$ cat src/include/rv_config.svh
`ifndef RV_CONFIG_SVH
`define RV_CONFIG_SVH

// datapath width
`define RV_XLEN 32
`define RV_NREGS 32

// data memory depth in words, and its word-address width
`define RV_DMEM_WORDS 64
`define RV_DMEM_AW 6

`endif

$ cat src/source/riscv_instr.sv
`default_nettype none

package riscv_instr;

  // major opcodes in bits 6:0
  typedef enum logic [6:0] {
    OPC_OP     = 7'b0110011,
    OPC_OP_IMM = 7'b0010011,
    OPC_LOAD   = 7'b0000011,
    OPC_STORE  = 7'b0100011,
    OPC_BRANCH = 7'b1100011,
    OPC_LUI    = 7'b0110111,
    OPC_AUIPC  = 7'b0010111,
    OPC_JAL    = 7'b1101111
  } opcode_e;

  // register-register forms
  localparam logic [31:0] ADD   = 32'b0000000_?????_?????_000_?????_0110011;
  localparam logic [31:0] SUB   = 32'b0100000_?????_?????_000_?????_0110011;
  localparam logic [31:0] XOR   = 32'b0000000_?????_?????_100_?????_0110011;
  localparam logic [31:0] OR    = 32'b0000000_?????_?????_110_?????_0110011;
  localparam logic [31:0] AND   = 32'b0000000_?????_?????_111_?????_0110011;
  localparam logic [31:0] SLL   = 32'b0000000_?????_?????_001_?????_0110011;
  localparam logic [31:0] SRL   = 32'b0000000_?????_?????_101_?????_0110011;
  localparam logic [31:0] SRA   = 32'b0100000_?????_?????_101_?????_0110011;

  // immediate forms
  localparam logic [31:0] ADDI  = 32'b????????????_?????_000_?????_0010011;
  localparam logic [31:0] XORI  = 32'b????????????_?????_100_?????_0010011;
  localparam logic [31:0] ORI   = 32'b????????????_?????_110_?????_0010011;
  localparam logic [31:0] ANDI  = 32'b????????????_?????_111_?????_0010011;
  localparam logic [31:0] SLLI  = 32'b0000000_?????_?????_001_?????_0010011;
  localparam logic [31:0] SRLI  = 32'b0000000_?????_?????_101_?????_0010011;
  localparam logic [31:0] SRAI  = 32'b0100000_?????_?????_101_?????_0010011;

  // loads and stores
  localparam logic [31:0] LB    = 32'b????????????_?????_000_?????_0000011;
  localparam logic [31:0] LH    = 32'b????????????_?????_001_?????_0000011;
  localparam logic [31:0] LW    = 32'b????????????_?????_010_?????_0000011;
  localparam logic [31:0] LBU   = 32'b????????????_?????_100_?????_0000011;
  localparam logic [31:0] LHU   = 32'b????????????_?????_101_?????_0000011;
  localparam logic [31:0] SB    = 32'b???????_?????_?????_000_?????_0100011;
  localparam logic [31:0] SH    = 32'b???????_?????_?????_001_?????_0100011;
  localparam logic [31:0] SW    = 32'b???????_?????_?????_010_?????_0100011;

  localparam logic [31:0] BEQ   = 32'b???????_?????_?????_000_?????_1100011;
  localparam logic [31:0] LUI   = 32'b????????????????????_?????_0110111;
  localparam logic [31:0] AUIPC = 32'b????????????????????_?????_0010111;
  localparam logic [31:0] JAL   = 32'b????????????????????_?????_1101111;

endpackage

`default_nettype wire

$ cat src/source/common.sv
`default_nettype none

package common;

  // operations the execute stage ALU understands
  typedef enum logic [3:0] {
    ADD,
    SUB,
    XOR,
    OR,
    AND,
    SLL,
    SRL,
    SRA,
    EQ
  } alu_cmd;

  // data memory access kind where NONE marks non-memory instructions
  typedef enum logic [3:0] {
    NONE,
    LB,
    LH,
    LW,
    LBU,
    LHU,
    SB,
    SH,
    SW
  } mem_access_type;

endpackage

`default_nettype wire

$ cat src/source/id_ex_if.sv
`timescale 1ns/1ns
`default_nettype none
`include "rv_config.svh"

interface id_ex_if;

  logic                 valid;
  logic                 ready;
  common::alu_cmd       alu_op;
  common::mem_access_type access;
  logic [`RV_XLEN-1:0]  op1;
  logic [`RV_XLEN-1:0]  op2;
  // rs2 value that stores write to memory
  logic [`RV_XLEN-1:0]  store_data;
  logic [4:0]           rd;
  logic                 wen;

  modport decode (
    output valid, alu_op, access, op1, op2, store_data, rd, wen,
    input  ready
  );

  modport exec (
    input  valid, alu_op, access, op1, op2, store_data, rd, wen,
    output ready
  );

endinterface

`default_nettype wire

$ cat src/source/decoder.sv
`timescale 1ns/1ns
`default_nettype none
`include "rv_config.svh"

module decoder (
  input  logic                clock,
  input  logic                reset,
  input  logic                instr_valid,
  output logic                instr_ready,
  input  logic [31:0]         instruction,
  input  logic [`RV_XLEN-1:0] pc,
  output logic [4:0]          rs1,
  output logic [4:0]          rs2,
  input  logic [`RV_XLEN-1:0] rdata1,
  input  logic [`RV_XLEN-1:0] rdata2,
  id_ex_if.decode             id_ex
);

  riscv_instr::opcode_e   opcode;
  logic [4:0]             rd;
  logic [11:0]            imm_i;
  logic [11:0]            imm_s;
  logic [31:0]            imm_u;
  logic [20:0]            imm_j;
  common::alu_cmd         alu_sel;
  common::mem_access_type access_sel;
  logic [`RV_XLEN-1:0]    op1, op2;
  logic                   wen, reads_rs1, reads_rs2;
  logic                   raw_hazard, slot_free, accept, started;

  assign opcode = riscv_instr::opcode_e'(instruction[6:0]);
  assign rd     = instruction[11:7];
  assign rs1    = instruction[19:15];
  assign rs2    = instruction[24:20];
  assign imm_i  = instruction[31:20];
  assign imm_s  = {instruction[31:25], instruction[11:7]};
  assign imm_u  = {instruction[31:12], 12'h000};
  assign imm_j  = {instruction[31], instruction[19:12], instruction[20],
                   instruction[30:21], 1'b0};

  always_comb begin
    casez (instruction)
      riscv_instr::SUB:                     alu_sel = common::SUB;
      riscv_instr::XOR, riscv_instr::XORI:  alu_sel = common::XOR;
      riscv_instr::OR, riscv_instr::ORI:    alu_sel = common::OR;
      riscv_instr::AND, riscv_instr::ANDI:  alu_sel = common::AND;
      riscv_instr::SLL, riscv_instr::SLLI:  alu_sel = common::SLL;
      riscv_instr::SRL, riscv_instr::SRLI:  alu_sel = common::SRL;
      riscv_instr::SRA, riscv_instr::SRAI:  alu_sel = common::SRA;
      riscv_instr::BEQ:                     alu_sel = common::EQ;
      // adds, address generation, upper immediates and jal
      default:                              alu_sel = common::ADD;
    endcase
    casez (instruction)
      riscv_instr::LB:  access_sel = common::LB;
      riscv_instr::LH:  access_sel = common::LH;
      riscv_instr::LW:  access_sel = common::LW;
      riscv_instr::LBU: access_sel = common::LBU;
      riscv_instr::LHU: access_sel = common::LHU;
      riscv_instr::SB:  access_sel = common::SB;
      riscv_instr::SH:  access_sel = common::SH;
      riscv_instr::SW:  access_sel = common::SW;
      default:          access_sel = common::NONE;
    endcase
  end

  always_comb begin
    op1       = '0;
    op2       = '0;
    wen       = 1'b0;
    reads_rs1 = 1'b0;
    reads_rs2 = 1'b0;
    case (opcode)
      riscv_instr::OPC_OP, riscv_instr::OPC_BRANCH: begin
        op1       = rdata1;
        op2       = rdata2;
        wen       = (opcode == riscv_instr::OPC_OP);
        reads_rs1 = 1'b1;
        reads_rs2 = 1'b1;
      end
      riscv_instr::OPC_OP_IMM, riscv_instr::OPC_LOAD: begin
        op1       = rdata1;
        op2       = {{(`RV_XLEN-12){imm_i[11]}}, imm_i};
        wen       = 1'b1;
        reads_rs1 = 1'b1;
      end
      riscv_instr::OPC_STORE: begin
        op1       = rdata1;
        op2       = {{(`RV_XLEN-12){imm_s[11]}}, imm_s};
        reads_rs1 = 1'b1;
        reads_rs2 = 1'b1;
      end
      riscv_instr::OPC_LUI: begin
        op1 = imm_u;
        wen = 1'b1;
      end
      riscv_instr::OPC_AUIPC: begin
        op1 = imm_u;
        op2 = pc;
        wen = 1'b1;
      end
      riscv_instr::OPC_JAL: begin
        op1 = {{(`RV_XLEN-21){imm_j[20]}}, imm_j};
        op2 = pc;
      end
      default: ;
    endcase
  end

  // no forwarding, so wait until the producer has been written back
  assign raw_hazard = id_ex.valid && id_ex.wen && id_ex.rd != 5'd0 &&
                      ((reads_rs1 && id_ex.rd == rs1) || (reads_rs2 && id_ex.rd == rs2));
  assign slot_free   = !id_ex.valid || id_ex.ready;
  assign instr_ready = started && slot_free && !raw_hazard;
  assign accept      = instr_valid && instr_ready;

  // input held off for the first cycle out of reset
  always_ff @(posedge clock) begin
    if (reset) begin
      started     <= 1'b0;
      id_ex.valid <= 1'b0;
    end else begin
      started <= 1'b1;
      if (slot_free) id_ex.valid <= accept;
    end
  end

  always_ff @(posedge clock) begin
    if (accept) begin
      id_ex.alu_op     <= alu_sel;
      id_ex.access     <= access_sel;
      id_ex.op1        <= op1;
      id_ex.op2        <= op2;
      id_ex.store_data <= rdata2;
      id_ex.rd         <= rd;
      id_ex.wen        <= wen;
    end
  end

  a_instr_stable: assert property (@(posedge clock) disable iff (reset)
    instr_valid && !instr_ready |=> $stable(instruction) && $stable(pc));

  a_alu_op_known: assert property (@(posedge clock) disable iff (reset)
    id_ex.valid |-> !$isunknown(id_ex.alu_op));

endmodule

`default_nettype wire

$ cat src/flat_wrapper.sv
// flat-port wrapper written by rule: the top's interface ports become plain ports
module decoder_flat 
  (clock, reset, instr_valid, instr_ready, instruction, pc, rs1, rs2, rdata1, rdata2, id_ex_valid, id_ex_alu_op, id_ex_access, id_ex_op1, id_ex_op2, id_ex_store_data, id_ex_rd, id_ex_wen, id_ex_ready);
  id_ex_if id_ex_i ();
  input  logic clock;
  input  logic reset;
  input  logic instr_valid;
  output logic instr_ready;
  input  logic [31:0] instruction;
  input  logic [`RV_XLEN-1:0] pc;
  output logic [4:0] rs1;
  output logic [4:0] rs2;
  input  logic [`RV_XLEN-1:0] rdata1;
  input  logic [`RV_XLEN-1:0] rdata2;
  output wire logic [$bits(id_ex_i.valid)-1:0] id_ex_valid;
  output wire logic [$bits(id_ex_i.alu_op)-1:0] id_ex_alu_op;
  output wire logic [$bits(id_ex_i.access)-1:0] id_ex_access;
  output wire logic [$bits(id_ex_i.op1)-1:0] id_ex_op1;
  output wire logic [$bits(id_ex_i.op2)-1:0] id_ex_op2;
  output wire logic [$bits(id_ex_i.store_data)-1:0] id_ex_store_data;
  output wire logic [$bits(id_ex_i.rd)-1:0] id_ex_rd;
  output wire logic [$bits(id_ex_i.wen)-1:0] id_ex_wen;
  input wire logic [$bits(id_ex_i.ready)-1:0] id_ex_ready;
  assign id_ex_valid = id_ex_i.valid;
  assign id_ex_alu_op = id_ex_i.alu_op;
  assign id_ex_access = id_ex_i.access;
  assign id_ex_op1 = id_ex_i.op1;
  assign id_ex_op2 = id_ex_i.op2;
  assign id_ex_store_data = id_ex_i.store_data;
  assign id_ex_rd = id_ex_i.rd;
  assign id_ex_wen = id_ex_i.wen;
  assign id_ex_i.ready = id_ex_ready;
  decoder u_core (.clock(clock), .reset(reset), .instr_valid(instr_valid), .instr_ready(instr_ready), .instruction(instruction), .pc(pc), .rs1(rs1), .rs2(rs2), .rdata1(rdata1), .rdata2(rdata2), .id_ex(id_ex_i));
endmodule
$ cat config.mk
export PLATFORM = sky130hd
export DESIGN_NAME = decoder_flat
export DESIGN_NICKNAME = d
export VERILOG_FILES = /design/src/source/riscv_instr.sv /design/src/source/common.sv /design/src/source/id_ex_if.sv /design/src/source/decoder.sv /design/src/flat_wrapper.sv
export VERILOG_INCLUDE_DIRS = /design/src /design/src/include
export SDC_FILE = /design/constraint.sdc
export NUM_CORES = 1
export LEC_CHECK = 0
export BUFFER_PORTS_ARGS = -buffer_cell sky130_fd_sc_hd__buf_4
export CORE_AREA = 4 4 158 114
export CTS_BUF_LIST = sky130_fd_sc_hd__clkbuf_16
export DETAILED_ROUTE_END_ITERATION = 12
export DIE_AREA = 0 0 162 118
export HOLD_SLACK_MARGIN = 0.03
export SYNTH_ARGS = -nofsm -noshare
export SYNTH_HDL_FRONTEND = slang
export SYNTH_SLANG_ARGS = --single-unit
$ cat constraint.sdc
create_clock -name clock -period 10.81 [get_ports clock]
set_clock_uncertainty 0.05 [all_clocks]
set_input_delay 1.081 -clock clock [delete_from_list [all_inputs] [get_ports clock]]
set_output_delay 1.081 -clock clock [all_outputs]
set_load 0.02 [all_outputs]
Yosys cells after proc, flatten, opt, wreduce, memory -nomap -nowiden:

Cells that the tools add are included.
Widths: inputs -> output; s select.

* flip-flop bits (word level): 112
* bits of input ports: 132
* output and inout port bits: 122
* word-level logic and storage cells: 75

* equality and inequality tests: 32
* mux-type cells: 8
* reduce and logical (&&, ||, !) cells: 26

Operator list (count)
* $pmux 32 s4: 1
* $pmux 32 s3: 1
* $eq 17x10->1 const B: 5
* $pmux 4 s8: 2
* $eq 17x16->1 const B: 3
* $eq 10x10->1 const B: 5
* $eq 17x8->1 const B: 2
* $eq 7x6->1 const B: 3
* $eq 10x8->1 const B: 2
* $eq 10x9->1 const B: 2
* $reduce_or 2->1: 10
* $eq 7x5->1 const B: 2
* $eq 7x7->1 const B: 2
* $eq 10x2->1 const B: 1
* $eq 10x6->1 const B: 1
* $eq 10x7->1 const B: 1
* $eq 5x5->1: 2
* $logic_and 1x1->1: 8
* $eq 7x2->1 const B: 1
* $reduce_bool 5->1: 1
* $reduce_or 5->1: 1
* $reduce_or 4->1: 1
* $mux 1: 3
* $reduce_or 3->1: 1
* other kinds (3): 5

Logic depth before layout (Yosys ltp):

Gate-level depths: netlist of the first run.

* depth after elaboration: 9
* mapped depth: 7
* gate-level depth less buffers: 5

Worst setup path before layout of the first run:

Ideal clock, no wire load.

* kind: in2reg
* start point: input port instruction[4]
* end point: register u_core.id_ex.access[0], enable pin
* setup time: 714 ps
* arrival time: 9181 ps
* data required time: 10046 ps
* setup slack: 865 ps
* stages: 6
* cells stage by stage: buf_2 -> nand2b_1 -> a21oi_1 -> o2111ai_1 -> a21oi_1 -> nor3_1

* word-level cells in the longest chain between the ends: 9
* elaborated cells on any way between the ends: 16
* classes of those cells: 5 x eq/ne; 2 x mux; 9 x reduce/logical

RTL lines
* from (decl): RTL line flat_wrapper.sv:9 `input logic [31:0] instruction;`
* $eq 7x5->1, or another cell as far along: RTL line decoder.sv:73 `case (opcode)`
* $reduce_or 5->1 (no source line) or $reduce_or 3->1 (tied branches)
* $mux 1: RTL line decoder.sv:73
* $logic_and 1x1->1: RTL line decoder.sv:112 `((reads_rs1 && id_ex.rd == rs1) || (reads_rs2 && id_ex.rd == rs2));`
* $logic_or 1x1->1 (*): RTL line decoder.sv:112
* $logic_and 1x1->1 (*): RTL line decoder.sv:111 `assign raw_hazard = id_ex.valid && id_ex.wen && id_ex.rd != 5'd0 &&`
* $logic_not 1->1 (*): RTL line decoder.sv:114 `assign instr_ready = started && slot_free && !raw_hazard;`
* $logic_and 1x1->1 (*): RTL line decoder.sv:114
* $logic_and 1x1->1 (*): RTL line decoder.sv:115 `assign accept = instr_valid && instr_ready;`
* net u_core.accept: RTL line decoder.sv:29 `logic raw_hazard, slot_free, accept, started;`
* to (signal assigned): RTL line decoder.sv:131 `id_ex.access <= access_sel;`
* to (decl): RTL line id_ex_if.sv:19 `output valid, alu_op, access, op1, op2, store_data, rd, wen,`

Mark *: on every way through the listed nets, which the timed path passes. The rest lies on a longest branch.
A chain may end at the register's enable or synchronous reset.

Worst setup path after layout of the first run:

* start point: input port instruction[3]
* end point: output port instr_ready

* word-level cells in the longest chain between the ends: 8
* elaborated cells on any way between the ends: 15
* classes of those cells: 5 x eq/ne; 2 x mux; 8 x reduce/logical

RTL lines
* $eq 7x5->1, or another cell as far along: RTL line decoder.sv:73
* $reduce_or 5->1 (no source line) or $reduce_or 3->1 (tied branches)
* $mux 1: RTL line decoder.sv:73
* $logic_and 1x1->1: RTL line decoder.sv:112
* $logic_or 1x1->1 (*): RTL line decoder.sv:112
* $logic_and 1x1->1 (*): RTL line decoder.sv:111
* $logic_not 1->1 (*): RTL line decoder.sv:114
* $logic_and 1x1->1 (*): RTL line decoder.sv:114
* to (decl): RTL line flat_wrapper.sv:8 `output logic instr_ready;`

Mark *: on every way between the ends. The rest lies on a longest branch, timed or not.

==> results of run 1 <==
## power by group through the flow
stage	sequential, mW	clock, mW	combinational, mW
2_1_floorplan	0.524	0	0.0339
3_3_place_gp	0.505	0	0.120
3_5_place_dp	0.505	0	0.122
4_1_cts	0.495	0.342	0.122
5_1_grt	0.497	0.361	0.129
6_report	0.495	0.329	0.121
## per-stage QoR
| step | total power [mW] | utilization, % | instance area (sq um) |
|---|---|---|---|
| 5_1_grt | 0.986 | 44.2 | 7200 |
| 2_1_floorplan | 0.558 | - | 4860 |
| 3_5_place_dp | 0.627 | 42.4 | 6910 |
| 6_report | 0.945 | 44.2 | 7200 |
| 4_1_cts | 0.959 | 44.2 | 7200 |
| 3_3_place_gp | 0.625 | 42.4 | 6910 |
## area by class of cell
class,count,share of cell area [%]
clock buffer,9,3.13
inverter,4,0.208
timing repair buffer,258,26.9
clock inverter,7,0.973
multi-input combinational,175,18.5
tap,225,3.91
sequential,112,46.4
## kinds of logic (layout without fill, tap and decap cells)
family	after synthesis	in the layout	share of synthesized area, %
mux	5	5	1.03
simple gates	66	66	7.26
buf+inv	35	278	4.02
flops	112	112	68.8
compound gates	92	92	16.7
xor+xnor	12	12	2.16
## synthesized netlist by cell type, types with 5 or more instances
master,instances
a21o_1,6
a21oi_1,8
a221o_1,37
a22o_1,24
buf_2,12
buf_4,13
clkbuf_1,5
edfxtp_1,110
mux2i_1,5
nand2_1,8
nand3_1,5
nor2_1,23
nor3_1,5
xnor2_1,7
xor2_1,5
## routing by layer
layer	up-vias	GRT usage (%)	part of all wire, %
met5	-	0	0
li1	1776	-	-
met3	6	6.90	10
met1	1922	21.6	42
met4	0	2.22	0.37
met2	204	26.3	47
## critical path, stage by stage
cell,delay (ns)
buf_4,0.12
nand4bb_1,0.30
a21oi_2,0.16
buf_4,0.33
o2111ai_1,0.19
a21oi_1,0.22
nor2_1,0.08
buf_4,0.16
## state kept, by name, indices dropped and copies added (netlist names)
signal / flops
u_core.id_ex.access: 4
u_core.id_ex.alu_op: 4
u_core.id_ex.op1: 32
u_core.id_ex.op2: 32
u_core.id_ex.rd: 5
u_core.id_ex.store_data: 32
u_core.id_ex.valid: 1
u_core.id_ex.wen: 1
u_core.started: 1
## path summary, 6_finish.rpt
kind,endpoint,start,cells after the start,slack (ns)
worst min register to register,u_core.id_ex.valid,u_core.started,2,0.48
worst max register to register,u_core.id_ex.op2[6],u_core.id_ex.rd[0],5,8.18
worst min-delay path,u_core.id_ex.valid,u_core.started,2,0.48
worst max-delay path,instr_ready,instruction[3],8,7.02
==> results by group, run 1 <==
Status
  – Status: finished, final reports clean

Worst setup path
  – Crit path launch type: input pin
  – Crit path DAT: 2.66 ns
  – Setup crit end kind: output port
  – CP required: 9.68 ns
  – Largest fanout on the critical path: 33
  – Crit path kind: input pin to output port

Timing
  – RSZ-0062 raised after global routing: no
  – Worst hold margin: 0.485 ns
  – Final Hold Violating Endpoints: 0
  – Post-route setup TNS: 0 ns
  – Final worst-path cycle share: 35.0%
  – Final WS setup: 7.02 ns
  – Fmax: 0.264 GHz
  – Setup violations, final: 0
  – Worst Max-Slew Pin Slew: 1.09 ns
  – Max Slew Vio Count: 0
  – Relative slew slack: 27.2%
  – Fin crit period: 3.79 ns

Clock tree
  – Maximum clock insertion buffer count: 2
  – H-Tree Depth: 3
  – CTS tree: done
  – Setup Fix Bufs, Post-CTS: 0
  – PostCTS Resize Cnt: 0
  – CTS Buf Count: 9
  – Clk sink count: 112
  – Clock root cell: clkbuf_16
  – Latest clock arrival within the worst-skew pair: 0.35 ns
  – Clock slew at reported path FFs: 0.08 ns
  – Hold buffer count at CTS: 0

Final layout
  – Fin nets: 692
  – # diodes: 0
  – Final Non-Filler Cells: 790
  – Most frequent cells in the layout: 258 x buf_4, 110 x edfxtp_1, 37 x a221o_1
  – Share of cells above drive strength 1: 50.6%
  – Fillers: 1550
  – Most common cell after layout, fill and taps aside: buf_4
  – Register area: 3340 sq um
  – Multi-input gate area: 1330 sq um
  – Synthesis-to-finish area growth: 48.3%

GRT
  – Global Route Usage Sum: 16.5%
  – Initial antenna violation count: 0
  – First-pass GRT wire length: 24.2 mm
  – Largest net degree at the start of global routing: 58
  – Total grt overflow: 0
  – Vias in the first global route: 3994

Pwr
  – Worst VDD drop: 0.0000784 V
  – Reg power frac: 52.4%
  – Pwr Density: 131 nW/um^2
  – Clock power share: 34.8%
  – Sw Share: 24.7%
  – Comb pwr share: 12.8%
  – Leak: 3.07 nW
  – Internal: 0.712 mW
  – NetSw: 0.233 mW

Placement
  – Final GP Congestion: 0.811
  – IO Port Bufs: 253
  – Placed insts: 774
  – HPWL Detailed: 12.7 mm
  – Post-Place Worst Slack: 7.03 ns

Detailed routing
  – Vias: 3908
  – Vias per std cell: 4.95
  – WL final: 16.4 mm
  – Routed Antenna Nets: 0
  – Wire per inst: 20.7 um
  – TritonRoute pass-1 iters: 5
  – Remaining routing DRC violations: 0
  – Initial DRC count: 320

Yosys
  – Synthesis Warnings: 0
  – Synth area leader: edfxtp_1
  – Sequential element share of the synthesized area: 68.8%
  – Primary FF master, synth: edfxtp_1
  – #FFs+latches synth: 112
  – Post-synth EDFFs: 110
  – Distinct cells, synth: 42
  – Synth Instances: 322
  – Synth top area cells: edfxtp_1 68%, a221o_1 7.6%, a22o_1 4.3%, buf_4 2.0%, nor2_1 1.8%
  – Post-synthesis async set-or-reset flop share: 0%
  – Syn Std Cell Area: 4860 sq um
  – Syn avg cell area: 15.1 sq um
  – Syn_nets: 454
  – Top cell type's share of synthesized area: 68.0%

Floorplan
  – # IOs: 254
  – Std-Cell Rows: 39
  – Initial core utilization: 29.8%
  – Die X: 162 um
  – Core area: 16300 sq um
  – Die area: 19100 sq um
  – Die Y: 118 um

Min path
  – Hold crit path type: flop to flop

Flow run
  – Max Cap Viol: 0
No activity file was read; power rests on OpenSTA's default activity.
==> run 2, diff against run 1 <==
--- a/config.mk
+++ b/config.mk
@@ -6,11 +6,12 @@
 export SDC_FILE = /design/constraint.sdc
 export NUM_CORES = 1
 export LEC_CHECK = 0
+export ABC_AREA = 1
 export BUFFER_PORTS_ARGS = -buffer_cell sky130_fd_sc_hd__buf_4
-export CORE_AREA = 4 4 158 114
+export CORE_AREA = 4 4 159 115
 export CTS_BUF_LIST = sky130_fd_sc_hd__clkbuf_16
 export DETAILED_ROUTE_END_ITERATION = 12
-export DIE_AREA = 0 0 162 118
+export DIE_AREA = 0 0 163 119
 export HOLD_SLACK_MARGIN = 0.03
 export SYNTH_ARGS = -nofsm -noshare
 export SYNTH_HDL_FRONTEND = slang
==> constraint.sdc (replaced) <==
create_clock -name clock -period 3.3 [get_ports clock]
set_clock_uncertainty 0.05 [all_clocks]
set_input_delay 0.33 -clock clock [delete_from_list [all_inputs] [get_ports clock]]
set_output_delay 0.33 -clock clock [all_outputs]
set_load 0.02 [all_outputs]
==> run 2 against run 1 <==
  * Setup slack got worse by 5.9 ns
  * Register-to-register slack got worse by 7.1 ns
  * Critical path depth rose by 2
  * Non-clock buffer count fell by 1
  * Wire length rose by 1.9%
  * Critical endpoint is now u_core.id_ex.op2[19]
  * Largest power group unchanged
  * Highest routed layer unchanged
==> results by group, run 2 <==
Min path
  – Hold_sp: reset
  – Hold crit path type: input pin to flop
  – Hold Path Depth: 2

Yosys
  – Synth Area in Adders: 0%
  – Post-synthesis compound-gate area fraction: 8.01%
  – Syn Std Cell Area: 4970 sq um
  – Synthesis Warnings: 0
  – Main combinational cell family by area after synthesis: simple AND/OR/NAND/NOR gates
  – Post-synth top cells: 130 x nand2_1, 110 x edfxtp_1, 38 x inv_1
  – Sequential element share of the synthesized area: 67.3%
  – Synth top area cells: edfxtp_1 67%, nand2_1 9.8%, nand3_1 3.7%, inv_1 2.9%, o211ai_1 2.3%
  – Post-Synth Simple-Gate Area: 17.0%
  – Distinct cells, synth: 35
  – Synth Instances: 442
  – Post-Synth XOR/XNOR Area: 1.23%
  – Synth area leader: edfxtp_1
  – Count leader, synth: nand2_1
  – Top cell type's share of synthesized area: 66.5%
  – Primary FF master, synth: edfxtp_1
  – Post-synthesis async set-or-reset flop share: 0%
  – Syn_nets: 574
  – Multiplexer share of the synthesized area: 0%
  – #FFs+latches synth: 112
  – Post-synth EDFFs: 110
  – Syn avg cell area: 11.2 sq um

Final layout
  – Synthesis-to-finish area growth: 47.8%
  – # diodes: 0
  – Leading registers by flop count: u_core.id_ex.op1 (32), u_core.id_ex.op2 (32), u_core.id_ex.store_data (32)
  – Multi-input gate area: 1310 sq um
  – Fillers: 1636
  – Most common cell after layout, fill and taps aside: buf_4
  – Most frequent cells in the layout: 256 x buf_4, 130 x nand2_1, 110 x edfxtp_1
  – Fin nets: 817
  – Share of cells above drive strength 1: 41.6%
  – Final core utilization: 43.6%
  – Register area: 3340 sq um

Clock tree
  – CTS tree: done
  – CTS Buf Count: 9
  – Setup Fix Bufs, Post-CTS: 0
  – H-Tree Depth: 3
  – Maximum clock insertion buffer count: 2
  – Clock root cell: clkbuf_16
  – Hold buffer count at CTS: 0
  – PostCTS Resize Cnt: 0
  – Clock slew at reported path FFs: 0.08 ns
  – Latest clock arrival within the worst-skew pair: 0.35 ns
  – Clk sink count: 112

Pwr
  – Worst VDD drop: 0.000233 V
  – Leak: 3.31 nW
  – Pwr Density: 425 nW/um^2

Timing
  – RSZ-0062 raised after global routing: no
  – Post-route setup TNS: 0 ns
  – Worst Max-Slew Pin Slew: 0.908 ns
  – Setup violations, final: 0
  – Fmax: 0.458 GHz
  – Max Slew Vio Count: 0
  – Final Hold Violating Endpoints: 0
  – Fin crit period: 2.18 ns
  – Final worst-path cycle share: 66.2%
  – Relative slew slack: 39.3%

Worst setup path
  – Worst stage delay on the critical path: 0.51 ns
  – CP dominant cell by count: nand2_1
  – Critical path depth: 10
  – CP required: 3.25 ns
  – R2R Path End: u_core.id_ex.op2[19]
  – Crit path DAT: 2.13 ns
  – Crit path launch type: flop
  – Largest fanout on the critical path: 78
  – Crit path kind: flop to flop
  – RR Startpoint: u_core.id_ex.rd[3]
  – Crit-path leading delay family: simple AND/OR/NAND/NOR gates
  – Worst setup path end: u_core.id_ex.op2[19]
  – Worst setup startpoint: u_core.id_ex.rd[3]
  – Worst Path Buf+Inv: 4
  – Setup crit end kind: flop
  – CP Cell Sequence: nor3_1 -> nand2_1 -> nand3_1 -> inv_1 -> nand2_1 -> inv_1 -> nand2_1 -> nand3_1 -> clkinvlp_4 -> buf_12
  – Flop2flop setup slack: 1.12 ns
  – FF-to-FF path depth: 10
  – Critical-path top delay cell: edfxtp_1

GRT
  – First-pass GRT wire length: 25.1 mm
  – Initial antenna violation count: 0
  – Total grt overflow: 0
  – Vias in the first global route: 4385
  – Global Route Usage Sum: 16.9%
  – Largest net degree at the start of global routing: 79

Detailed routing
  – Remaining routing DRC violations: 0
  – Vias: 4332
  – WL final: 16.7 mm
  – TritonRoute pass-1 iters: 5
  – Initial DRC count: 413
  – Vias per std cell: 4.70
  – Routed Antenna Nets: 0
  – Wire per inst: 18.1 um

Floorplan
  – Die area: 19400 sq um
  – # IOs: 254
  – Std-Cell Rows: 40
  – Die Y: 119 um
  – Initial core utilization: 29.5%
  – Die X: 163 um
  – Core area: 16800 sq um

Flow run
  – Max Cap Viol: 0

Placement
  – HPWL Detailed: 12.8 mm
  – IO Port Bufs: 253
  – Final GP Congestion: 0.876

Status
  – Status: finished, final reports clean
-- run 2: worst min path at each step --
| stage | end |
|---|---|
| finish | u_core.started |
| global route | u_core.started |
| CTS | u_core.started |
| detailed placement | u_core.started |
| global placement | u_core.id_ex.valid |
| floorplan | u_core.started |
-- run 2: cell families after synthesis --
logic type | after synthesis
AO/OA/AOI/OAI | 58
flip-flops | 112
AND/OR/NAND/NOR | 198
buffers and inverters | 67
XOR/XNOR | 7
-- run 2: cell type report --
class / count / share of cell area [%]
repair buffers: 257 / 26.5
inverters: 42 / 2.20
clock buffers: 9 / 3.07
well taps: 231 / 3.94
flip-flops and latches: 112 / 45.6
multi-input cells: 263 / 17.8
clock inverters: 7 / 0.989
-- run 2: layer usage --
| layer | vias to the layer above | part of all wire, % | GRT usage (%) |
|---|---|---|---|
| li1 | 2017 | - | - |
| met1 | 2085 | 44 | 23.2 |
| met2 | 211 | 46 | 26.2 |
| met3 | 19 | 7.9 | 4.46 |
| met4 | 0 | 1.7 | 5.08 |
| met5 | - | 0 | 0 |
-- run 2: through the flow --
| stage | instances | total power, mW | hold slack [ns] | instance area (sq um) | setup slack (ns) |
|---|---|---|---|---|---|
| floorplan | 442 | 1.80 | 0.337 | 4970 | 0.0239 |
| global placement | 905 | 2.04 | 0.444 | 7040 | 1.04 |
| detailed placement | 905 | 2.04 | 0.446 | 7040 | 0.958 |
| CTS | 921 | 3.16 | 0.0576 | 7340 | 1.13 |
| global route | 921 | 3.25 | 0.0603 | 7340 | 0.946 |
| finish | 921 | 3.12 | 0.0788 | 7340 | 1.12 |
-- run 2: report_power, final --
part	total, mW	switching, mW	leakage, nW	internal [mW]
combinational	0.384	0.206	2.02	0.177
clock	1.11	0.520	0.147	0.591
sequential	1.62	0.0169	1.14	1.61
-- run 2: worst register-to-register path: stages (launching register included) --
cell,delay [ns]
edfxtp_1,0.51
nor3_1,0.22
nand2_1,0.09
nand3_1,0.07
inv_1,0.04
nand2_1,0.05
inv_1,0.04
nand2_1,0.08
nand3_1,0.13
clkinvlp_4,0.13
buf_12,0.32
==> run 3, diff against run 2 <==
==> constraint.sdc (replaced) <==
create_clock -name clock -period 1.9 [get_ports clock]
set_clock_uncertainty 0.05 [all_clocks]
set_input_delay 0.19 -clock clock [delete_from_list [all_inputs] [get_ports clock]]
set_output_delay 0.19 -clock clock [all_outputs]
set_load 0.02 [all_outputs]
==> run 3 against run 2 <==
  * The run now ends with setup timing left
  * Worst hold slack lost 0.028 ns
  * Die area is the same
  * Wire length grew 7.2%
  * Sequential power grew 74%
  * First-iteration DRC count shrank 19%
  * Final area grew 11%
  * Sequential cell count is the same
  * Total power grew 74%
  * Clock-buffer cell count is the same
  * Sequential share of layout area shrank 4.4 points
  * Core utilization grew 4.7 points
  * Critical endpoint is now instr_ready
  * Largest cell class unchanged
  * Highest routed layer unchanged
==> results by group, run 3 (synthesis gave the netlist of run 2 again) <==
Status
  – Status: complete, but fails checks
  – Failing checks: setup timing

Worst setup path
  – Worst setup startpoint: u_core.id_ex.rd[2]
  – Crit path DAT: 1.76 ns
  – CP required: 1.66 ns
  – Crit path kind: flop to output port
  – Setup crit end kind: output port
  – Crit path launch type: flop
  – Largest fanout on the critical path: 4
  – R2R Path End: u_core.id_ex.op2[27]
  – FF-to-FF path depth: 10
  – RR Startpoint: u_core.id_ex.rd[2]
  – Worst setup path end: instr_ready
  – Flop2flop setup slack: -0.08 ns

Final layout
  – Share of cells above drive strength 1: 42.0%
  – Most frequent cells in the layout: 266 x buf_4, 128 x nand2_1, 110 x edfxtp_1
  – Synthesis-to-finish area growth: 63.6%
  – Register area: 3340 sq um
  – Multi-input gate area: 1320 sq um
  – Leading registers by flop count: u_core.id_ex.op1 (32), u_core.id_ex.op2 (32), u_core.id_ex.store_data (32)
  – Most common cell after layout, fill and taps aside: buf_4
  – Fin nets: 881
  – Fillers: 1596
  – # diodes: 0

Placement
  – Post-Place Worst Slack: -0.0598 ns
  – HPWL Detailed: 13.2 mm
  – Final GP Congestion: 0.846
  – IO Port Bufs: 253

Floorplan
  – Core area: 16800 sq um
  – Die X: 163 um
  – # IOs: 254
  – Std-Cell Rows: 40
  – Initial core utilization: 29.5%
  – Die area: 19400 sq um
  – Die Y: 119 um

GRT
  – Largest net degree at the start of global routing: 35
  – First-pass GRT wire length: 26.0 mm
  – Vias in the first global route: 4641
  – Total grt overflow: 0
  – Global Route Usage Sum: 17.4%
  – Initial antenna violation count: 0

Min path
  – Hold crit path type: input pin to flop

Detailed routing
  – Vias: 4553
  – TritonRoute pass-1 iters: 7
  – Wire per inst: 18.2 um
  – Remaining routing DRC violations: 0
  – Initial DRC count: 333
  – WL final: 17.9 mm
  – Vias per std cell: 4.63
  – Routed Antenna Nets: 0

Pwr
  – Worst VDD drop: 0.000442 V
  – Leak: 3.65 nW
  – Pwr Density: 666 nW/um^2

Timing
  – Relative slew slack: 64.5%
  – Fmax: 0.500 GHz
  – Final worst-path cycle share: 105%
  – Fin crit period: 2.00 ns
  – Final WS setup: -0.101 ns
  – Post-route setup TNS: -4.73 ns
  – RSZ-0062 raised after global routing: yes
  – Setup violations, final: 99
  – Final Hold Violating Endpoints: 0
  – Max Slew Vio Count: 0
  – Worst Max-Slew Pin Slew: 0.531 ns

Clock tree
  – CTS Buf Count: 9
  – Clock slew at reported path FFs: 0.07 ns
  – Maximum clock insertion buffer count: 2
  – Clk sink count: 112
  – CTS tree: done
  – H-Tree Depth: 3
  – Clock root cell: clkbuf_16
  – Latest clock arrival within the worst-skew pair: 0.35 ns

Flow run
  – Max Cap Viol: 0
==> run 3: cell types whose count changed in the layout (fill, tap and decap cells not counted), sizes merged <==
cell	change
clkinv	+1
inv	-2
dlygate4sd3	+38
clkbuf	+5
bufinv	-1
buf	+21
clkinvlp	+1
==> run 3: worst min path at each step <==
stage,startpoint,end,slack [ns],cells past startpoint
floorplan,reset,u_core.started,0.20,1
global placement,reset,u_core.started,0.32,2
detailed placement,reset,u_core.started,0.32,2
CTS,rdata1[0],u_core.id_ex.op1[0],0.03,3
global route,pc[30],u_core.id_ex.op2[30],0.05,3
finish,rdata1[0],u_core.id_ex.op1[0],0.05,3
==> run 3: timing repair <==
action	4_1_cts	5_1_grt
gates resized for setup	7	6
pin swaps	3	0
hold buffers	38	0
cloned	1	5
setup buffers	2	1
hold endpoints to repair	39	0
endpoints found under the setup margin	111	111
==> run 3: per-layer routing <==
metal | routed length [um] | GRT usage (%)
met4 | 232 | 4.77
met2 | 8320 | 27.9
met1 | 7880 | 23.3
met5 | 0 | 0
met3 | 1470 | 4.60
==> run 3: cell type report <==
| class | count | area share [%] |
|---|---|---|
| Sequential cell | 112 | 41.1 |
| Timing Repair Buffer | 321 | 33.7 |
| Multi-Input combinational cell | 263 | 16.3 |
| Tap cell | 231 | 3.56 |
| Clock buffer | 9 | 2.77 |
| Inverter | 42 | 1.99 |
| Clock inverter | 6 | 0.600 |
==> run 3: power breakdown <==
group	total, mW	internal (mW)	switching, mW
Clock	1.78	0.890	0.886
Sequential	2.82	2.79	0.0274
Combinational	0.821	0.424	0.397
Total	5.41	4.10	1.31
==> run 3: worst max-delay path, cell delays in order (launching register included) <==
cell,delay [ns]
edfxtp_1,0.48
buf_6,0.16
xor2_1,0.13
nor2_1,0.09
nand3_1,0.07
nand2_1,0.08
nand2_2,0.07
buf_6,0.12
nand2_4,0.04
inv_2,0.04
buf_6,0.12
==> run 3: per-stage QoR <==
step           instance area, sq um  util [%]  hold slack, ns  power [mW]  std cells
5_1_grt                        8130      48.3          0.0472        5.64        984
6_report                       8130      48.3          0.0504        5.41        984
3_3_place_gp                   7230      43.0           0.321        3.56        922
3_5_place_dp                   7230      43.0           0.319        3.57        922
4_1_cts                        7970      47.4          0.0319        5.45        978
2_1_floorplan                  4970         -           0.197        3.13        442
